$ cat config.mk
export PLATFORM = sky130hd
export DESIGN_NAME = lb_gate_top
export DESIGN_NICKNAME = d
export VERILOG_FILES = /design/src/design/gate_pkg.sv /design/src/design/lb_bus_if.sv /design/src/design/short_fifo.sv /design/src/design/udp_lb_gate.sv /design/src/design/lb_reg_bank.sv /design/src/design/lb_gate_top.sv
export SDC_FILE = /design/constraint.sdc
export NUM_CORES = 2
export LEC_CHECK = 0
export BUFFER_PORTS_ARGS = -buffer_cell sky130_fd_sc_hd__buf_2
export CAP_MARGIN = 40
export CELL_PAD_IN_SITES_DETAIL_PLACEMENT = 0
export CELL_PAD_IN_SITES_GLOBAL_PLACEMENT = 1
export CORE_MARGIN = 3
export CORE_UTILIZATION = 46
export CTS_BUF_LIST = sky130_fd_sc_hd__clkbuf_4 sky130_fd_sc_hd__clkbuf_8
export DETAILED_ROUTE_END_ITERATION = 7
export PLACE_DENSITY_LB_ADDON = 0.1
export SLEW_MARGIN = 30
export SYNTH_ARGS = -nofsm -noshare
export SYNTH_HDL_FRONTEND = slang
export SYNTH_SLANG_ARGS = --single-unit
export TNS_END_PERCENT = 50
$ cat constraint.sdc
create_clock -name clk -period 3 [get_ports clk]
set_input_delay 0.15 -clock clk [delete_from_list [all_inputs] [get_ports clk]]
set_output_delay 0.15 -clock clk [all_outputs]
set_load 0.02 [all_outputs]
$ cat src/design/gate_pkg.sv
package gate_pkg;

	// Local-bus address and data widths
	typedef logic [23:0] lb_addr_t;
	typedef logic [31:0] lb_data_t;

	// Read flag inside the control/address word
	localparam int ctl_read_bit = 28;

	// Bytes per nonce and per transaction
	localparam int frame_bytes = 8;

	// One reply byte plus end-of-transaction marker
	typedef struct packed {
		logic [7:0] data;
		logic       last;
	} tx_entry_t;

endpackage

$ cat src/design/lb_bus_if.sv
interface lb_bus_if;
	import gate_pkg::*;

	// Address, write data and read flag hold from strobe to strobe
	lb_addr_t addr;
	lb_data_t wdata;
	logic     strobe;
	logic     rd;
	// Valid from the cycle after the strobe
	lb_data_t rdata;

	// Bus master side, in the gateway
	modport gateway (
		output addr,
		output wdata,
		output strobe,
		output rd,
		input  rdata
	);

	// Register bank side
	modport bank (
		input  addr,
		input  wdata,
		input  strobe,
		input  rd,
		output rdata
	);

endinterface

$ cat src/design/short_fifo.sv
module short_fifo #(
	parameter type entry_t = logic [7:0],
	parameter int depth_log2 = 2
) (
	input  logic   clk,
	input  logic   rst_n,
	input  entry_t din,
	input  logic   we,
	input  logic   re,
	output entry_t dout,
	output logic   empty,
	output logic   full
);

	localparam int depth = 1 << depth_log2;

	// Pointers carry one extra wrap bit
	logic [depth_log2:0] wr_ptr;
	logic [depth_log2:0] rd_ptr;
	entry_t              mem [depth];
	logic                do_write;
	logic                do_read;

	// Full when only the wrap bits differ
	assign empty = (wr_ptr == rd_ptr);
	assign full  = (wr_ptr[depth_log2] != rd_ptr[depth_log2]) &&
		(wr_ptr[depth_log2-1:0] == rd_ptr[depth_log2-1:0]);

	// Writes into a full FIFO are dropped
	assign do_write = we && !full;
	assign do_read  = re && !empty;

	// Head entry is visible without a read
	assign dout = mem[rd_ptr[depth_log2-1:0]];

	always_ff @(posedge clk) begin
		if (do_write) begin
			mem[wr_ptr[depth_log2-1:0]] <= din;
		end
	end

	always_ff @(posedge clk or negedge rst_n) begin
		if (!rst_n) begin
			wr_ptr <= '0;
			rd_ptr <= '0;
		end else begin
			if (do_write) begin
				wr_ptr <= wr_ptr + 1'b1;
			end
			if (do_read) begin
				rd_ptr <= rd_ptr + 1'b1;
			end
		end
	end

endmodule

$ cat src/design/udp_lb_gate.sv
module udp_lb_gate #(
	parameter int pipe_del = 3
) (
	input  logic       clk,
	input  logic       rst_n,
	// Byte stream from the host, no back-pressure
	input  logic [7:0] rx_din,
	input  logic       rx_stb,
	input  logic       rx_end,
	// Reply stream, pulled by the host
	output logic [7:0] tx_dout,
	output logic       tx_rdy,
	output logic       tx_end,
	input  logic       tx_stb,
	// Local bus master
	lb_bus_if.gateway  bus
);
	import gate_pkg::*;

	localparam int sr_bits  = 8 * frame_bytes;
	localparam int cnt_bits = $clog2(frame_bytes);
	localparam int pipe_len = pipe_del + frame_bytes;

	logic [cnt_bits-1:0] byte_cnt;
	logic                past_nonce;
	logic                nonce_done;
	logic                rx_active;
	logic                last_byte;
	logic                strobe_r;
	logic [sr_bits-1:0]  rx_sr;
	lb_data_t            ctl_word;
	lb_data_t            data_word;
	lb_addr_t            addr_q;
	lb_data_t            wdata_q;
	logic                rd_q;
	lb_data_t            ctl_head;
	logic [pipe_len-1:0] xfer_pipe;
	logic [frame_bytes-1:0] out_window;
	logic                sr_load;
	logic                drive_tx;
	logic                drive_done;
	logic [sr_bits-1:0]  tx_sr;
	logic                rx_loopback;
	tx_entry_t           reply_in;
	tx_entry_t           reply_head;
	logic                reply_we;
	logic                reply_empty;
	logic                fifo_re;
	logic                tx_done_rd;
	logic [5:0]          tx_pending;

	// Eighth byte of a frame arriving now
	assign last_byte = rx_stb && (byte_cnt == cnt_bits'(frame_bytes - 1));

	always_ff @(posedge clk or negedge rst_n) begin
		if (!rst_n) begin
			byte_cnt   <= '0;
			past_nonce <= 1'b0;
			nonce_done <= 1'b0;
			rx_active  <= 1'b0;
			strobe_r   <= 1'b0;
		end else begin
			if (rx_stb) begin
				byte_cnt  <= byte_cnt + 1'b1;
				if (byte_cnt == cnt_bits'(frame_bytes - 1)) begin
					past_nonce <= 1'b1;
				end
				// Goes high with the first transaction byte
				nonce_done <= past_nonce;
				rx_active  <= 1'b1;
			end
			// End marker restarts framing for the next packet
			if (rx_end) begin
				byte_cnt   <= '0;
				past_nonce <= 1'b0;
				rx_active  <= 1'b0;
			end
			// Bus cycle one clock after a full transaction
			strobe_r <= last_byte && past_nonce;
		end
	end

	// Incoming bytes, big-endian
	always_ff @(posedge clk) begin
		if (rx_stb) begin
			rx_sr <= {rx_sr[sr_bits-9:0], rx_din};
		end
	end

	assign ctl_word  = rx_sr[sr_bits-1 -: 32];
	assign data_word = rx_sr[31:0];

	// Keep bus fields stable while the next frame shifts in
	always_ff @(posedge clk) begin
		if (strobe_r) begin
			rd_q    <= ctl_word[ctl_read_bit];
			addr_q  <= ctl_word[$bits(lb_addr_t)-1:0];
			wdata_q <= data_word;
		end
	end

	assign bus.strobe = strobe_r;
	assign bus.rd     = strobe_r ? ctl_word[ctl_read_bit] : rd_q;
	assign bus.addr   = strobe_r ? ctl_word[$bits(lb_addr_t)-1:0] : addr_q;
	assign bus.wdata  = strobe_r ? data_word : wdata_q;

	// Control words wait here for their read data
	short_fifo #(
		.entry_t    (lb_data_t),
		.depth_log2 (2)
	) i_cmd_fifo (
		.clk   (clk),
		.rst_n (rst_n),
		.din   (ctl_word),
		.we    (strobe_r),
		.re    (sr_load),
		.dout  (ctl_head),
		.empty (),
		.full  ()
	);

	// Strobe delay line; the low frame_bytes taps time the reply bytes
	assign out_window = xfer_pipe[frame_bytes-1:0];
	assign sr_load    = out_window[frame_bytes-1];

	always_ff @(posedge clk or negedge rst_n) begin
		if (!rst_n) begin
			xfer_pipe  <= '0;
			drive_tx   <= 1'b0;
			drive_done <= 1'b0;
		end else begin
			xfer_pipe  <= {strobe_r, xfer_pipe[pipe_len-1:1]};
			drive_tx   <= |out_window;
			drive_done <= out_window[0];
		end
	end

	// Load control word plus sampled rdata, then shift out MSB first
	always_ff @(posedge clk) begin
		if (|out_window) begin
			tx_sr <= sr_load ? {ctl_head, bus.rdata} : {tx_sr[sr_bits-9:0], 8'h00};
		end
	end

	// Nonce goes straight back to the reply queue
	assign rx_loopback   = rx_stb && !past_nonce;
	assign reply_in.data = rx_loopback ? rx_din : tx_sr[sr_bits-1 -: 8];
	assign reply_in.last = drive_done;
	assign reply_we      = drive_tx || rx_loopback;

	short_fifo #(
		.entry_t    (tx_entry_t),
		.depth_log2 (5)
	) i_reply_fifo (
		.clk   (clk),
		.rst_n (rst_n),
		.din   (reply_in),
		.we    (reply_we),
		.re    (fifo_re),
		.dout  (reply_head),
		.empty (reply_empty),
		.full  ()
	);

	assign tx_rdy  = !reply_empty && nonce_done;
	assign fifo_re = tx_rdy && tx_stb;
	assign tx_dout = reply_head.data;

	// Transactions issued but not yet fully read out
	assign tx_done_rd = fifo_re && reply_head.last;

	always_ff @(posedge clk or negedge rst_n) begin
		if (!rst_n) begin
			tx_pending <= '0;
		end else begin
			case ({strobe_r, tx_done_rd})
				2'b10:   tx_pending <= tx_pending + 1'b1;
				2'b01:   tx_pending <= tx_pending - 1'b1;
				default: tx_pending <= tx_pending;
			endcase
		end
	end

	// Final byte of the last outstanding transaction after rx_end
	assign tx_end = tx_rdy && reply_head.last && (tx_pending == 6'd1) && !rx_active;

endmodule

$ cat src/design/lb_reg_bank.sv
module lb_reg_bank #(
	parameter int reg_count = 16
) (
	input  logic    clk,
	input  logic    rst_n,
	lb_bus_if.bank  bus
);
	import gate_pkg::*;

	localparam int idx_bits = $clog2(reg_count);

	lb_data_t            regs [reg_count];
	logic [idx_bits-1:0] idx;
	logic                wr_en;

	// Addresses wrap modulo the register count
	assign idx   = idx_bits'(bus.addr % reg_count);
	assign wr_en = bus.strobe && !bus.rd;

	always_ff @(posedge clk or negedge rst_n) begin
		if (!rst_n) begin
			for (int i = 0; i < reg_count; i++) begin
				regs[i] <= '0;
			end
			bus.rdata <= '0;
		end else begin
			if (wr_en) begin
				regs[idx] <= bus.wdata;
			end
			// Read port shows the post-write value, one cycle late
			if (bus.strobe) begin
				bus.rdata <= bus.rd ? regs[idx] : bus.wdata;
			end
		end
	end

endmodule

$ cat src/design/lb_gate_top.sv
module lb_gate_top #(
	parameter int pipe_del  = 3,
	parameter int reg_count = 16
) (
	input  logic       clk,
	input  logic       rst_n,
	// Host receive port
	input  logic [7:0] rx_din,
	input  logic       rx_stb,
	input  logic       rx_end,
	// Host transmit port
	output logic [7:0] tx_dout,
	output logic       tx_rdy,
	output logic       tx_end,
	input  logic       tx_stb
);

	// Internal local bus
	lb_bus_if bus ();

	// Packet parser and reply builder
	udp_lb_gate #(
		.pipe_del (pipe_del)
	) i_gate (
		.clk     (clk),
		.rst_n   (rst_n),
		.rx_din  (rx_din),
		.rx_stb  (rx_stb),
		.rx_end  (rx_end),
		.tx_dout (tx_dout),
		.tx_rdy  (tx_rdy),
		.tx_end  (tx_end),
		.tx_stb  (tx_stb),
		.bus     (bus.gateway)
	);

	// Registers behind the bus
	lb_reg_bank #(
		.reg_count (reg_count)
	) i_bank (
		.clk   (clk),
		.rst_n (rst_n),
		.bus   (bus.bank)
	);

endmodule

==> results.sh <==
export IMPL_layout_common_cells="dfrtp_1, edfxtp_1, o21ai_0"
export IMPL_start_kind="flop"
export IMPL_placed_cell_area_um2=50230
export IMPL_wl_per_cell_um=25.39
export IMPL_worst_ir_drop_vdd_v=0.0003119
export IMPL_grt_pass1_vias=32520
export IMPL_cts_tree="yes"
export IMPL_gp_congestion=0.8115
export IMPL_via_count=31500
export IMPL_fp_dieW_um=328.5
export IMPL_grt_max_degree=100
export IMPL_die_h_um=328.5
export IMPL_first_pass_iters=6
export IMPL_yosysSeqAreaShare=0.6641
export IMPL_netlist_area_um2=47840
export IMPL_start_util=0.4668
export IMPL_synth_ff_type="dfrtp_1"
export IMPL_p_leak_nw=20.71
export IMPL_hp_class="in2reg"
export IMPL_clock_latency_ns=0.86
export IMPL_numCtsBuffers=191
export IMPL_pre_cts_ws_ns=0.006454
export IMPL_numClockSinks=1168
export IMPL_critPathArrivalTime_ns=3.16
export IMPL_synth_cell_types=49
export IMPL_violations="setup timing"
export IMPL_ys_async_sr_fraction=0.5034
export IMPL_timing_slew_headroom=0.4587
export IMPL_rows=117
export IMPL_reg2regPathDepth=13
export IMPL_grt_usage=0.2579
export IMPL_max_clock_freq_mhz=301.9
export IMPL_path_clk_slew_ns=0.06
export IMPL_drive_gt1_frac=0.2005
export IMPL_area_growth_pct=15.09
export IMPL_status="complete, but fails checks"
export IMPL_drt_iter0_markers=2684
export IMPL_synth_seq_cells=1168
export IMPL_netlist_instances=3729
export IMPL_grt_pass1_wl_um=208300
export IMPL_die_area_um2=107900
export IMPL_setup_ws_ns=-0.3127
export IMPL_core_area_um2=102500
export IMPL_syn_avg_cell_area_um2=12.83
export IMPL_final_common_cell="dfrtp_1"
export IMPL_min_period_ns=3.313
export IMPL_worstHoldPathCells=3
export IMPL_hold_viol=0
export IMPL_crit_fanout=8
export IMPL_period_share=1.104
export IMPL_syn_nets=3758
export IMPL_setup_violations=11
export IMPL_total_power_w=0.03308
export IMPL_globalRouteOverflowTotal=0
export IMPL_port_buffers=22
export IMPL_rsz0062_at_grt="yes"
export IMPL_wl_um=136300
export IMPL_maxSlewViolCount=0
export IMPL_ioPinCount=23
export IMPL_yosysWarnings=0
export IMPL_dpl_hpwl_um=76800
export IMPL_hold_ws_ns=0.09671
export IMPL_synth_enable_flop_cells=544
export IMPL_final_setup_skew_ns=0.04372
export IMPL_critPathKind="reg2out"
export IMPL_stdcell_area_um2=55060
export IMPL_h_tree_depth=4
export IMPL_n_fill_cell=8570
export IMPL_powerDensity_nw_per_um2=600.9
export IMPL_tightest_slew_ns=0.7914
export IMPL_end_kind="primary output"
export IMPL_vias_per_cell=5.866
export IMPL_clock_path_buffers=3
export IMPL_root_buffer="clkbuf_8"
export IMPL_antenna_found_initial=1
export IMPL_cap_violations=0
export IMPL_worstPathRequired_ns=2.85
export IMPL_ant_nets=0
export IMPL_drc=0
export IMPL_nNetsFinal=3862
[routing by layer]
metal | up-vias | global-route usage | wire length (um)
li1 | 13990 | - | -
met1 | 16130 | 0.3532 | 59030
met2 | 1103 | 0.4169 | 65480
met3 | 275 | 0.04568 | 7972
met4 | 0 | 0.09050 | 3862
met5 | - | 0 | 0
[Yosys cell counts, drive strengths merged (44+ instances only)]
cell type / instances / share of area
clkbuf: 203 / 0.016
dfrtp: 588 / 0.31
buf: 119 / 0.013
edfxtp: 544 / 0.34
nand2: 340 / 0.027
a41oi: 66 / 0.012
o21ai: 620 / 0.065
mux2: 77 / 0.018
inv: 44 / 0.0035
a2111oi: 62 / 0.011
a21oi: 197 / 0.021
nor2: 274 / 0.022
mux4: 122 / 0.057
o21a: 186 / 0.029
[where the power goes]
part           total (W)  switching (W)  internal [W]
logic            0.00117       0.000797      0.000369
registers         0.0173       0.000183        0.0171
clock network     0.0146        0.00636       0.00823
total             0.0331        0.00734        0.0257
[area by class of cell]
class / count / area, um2 / area share
clock buffer: 317 / 3781 / 0.06868
multi-input combinational: 2195 / 14720 / 0.2674
antenna: 2 / 5.005 / 0.00009090
tap: 1368 / 1712 / 0.03109
timing repair buffer: 233 / 2534 / 0.04602
clock inverter: 43 / 352.8 / 0.006409
inverter: 44 / 165.2 / 0.003000
sequential: 1168 / 31790 / 0.5773
[flip-flops by register name, indices dropped and copies added, names as in the netlist, 3 cells and up]
register / cells
i_gate.tx_sr: 64
i_gate.addr_q: 4
i_gate.i_cmd_fifo.wr_ptr: 3
i_gate.rx_sr: 64
i_gate.xfer_pipe: 11
i_gate.i_reply_fifo.wr_ptr: 6
i_gate.tx_pending: 6
i_bank.regs: 512
i_gate.i_reply_fifo.rd_ptr: 6
i_gate.byte_cnt: 3
i_gate.wdata_q: 32
i_bank.bus.rdata: 32
i_gate.i_cmd_fifo.rd_ptr: 3
i_gate.i_cmd_fifo.mem: 128
i_gate.i_reply_fifo.mem: 288
[worst paths after layout]
kind                                                     from              endpoint  slack [ns]
max in group asynchronous                               rst_n      i_bank.regs[483]        1.84
worst min register to register            i_gate.xfer_pipe[9]   i_gate.xfer_pipe[8]        0.35
worst min-delay path                                   rx_end      i_gate.rx_active         0.1
worst max register to register  i_gate.i_reply_fifo.rd_ptr[0]  i_gate.tx_pending[5]       -0.09
min in group asynchronous                               rst_n      i_bank.regs[299]        0.59
worst max-delay path            i_gate.i_reply_fifo.rd_ptr[0]            tx_dout[1]       -0.31
[critical path, stage by stage (launching register included)]
cell,delay (ns)
dfrtp_4,0.45
buf_12,0.18
buf_16,0.15
mux4_2,0.53
mux4_2,0.55
mux2_4,0.30
buf_6,0.13
[stage by stage]
stage / cells / TNS [ns] / util
finish: 5370 / -2.770 / 0.5373
global route: 5369 / -4.104 / 0.5373
floorplan: 3729 / 0 / -
global placement: 4959 / -0.1075 / 0.4894
detailed placement: 4965 / 0 / 0.4902
CTS: 5351 / -3.720 / 0.5361
[what timing repair did]
item / CTS / global route
cloned: 6 / 0
hold endpoints to repair: 628 / 0
hold buffers: 17 / 0
gates resized for setup: 49 / 6
setup buffers: 3 / 2
pin swaps: 1 / 0
setup endpoints to repair: 11 / 13
[kinds of logic (layout without fill, tap and decap cells)]
group           after synthesis  in the layout  synth area share
flops                      1168           1168            0.6641
simple gates                712            712           0.06165
other cells                   0              2                 0
xor+xnor                     31             31          0.005675
compound gates             1201           1201            0.1493
buf+inv                     366            637           0.03201
fa+ha+maj                    16             16          0.004185
mux                         235            235           0.08309
Power figures use the tool's default switching activity.
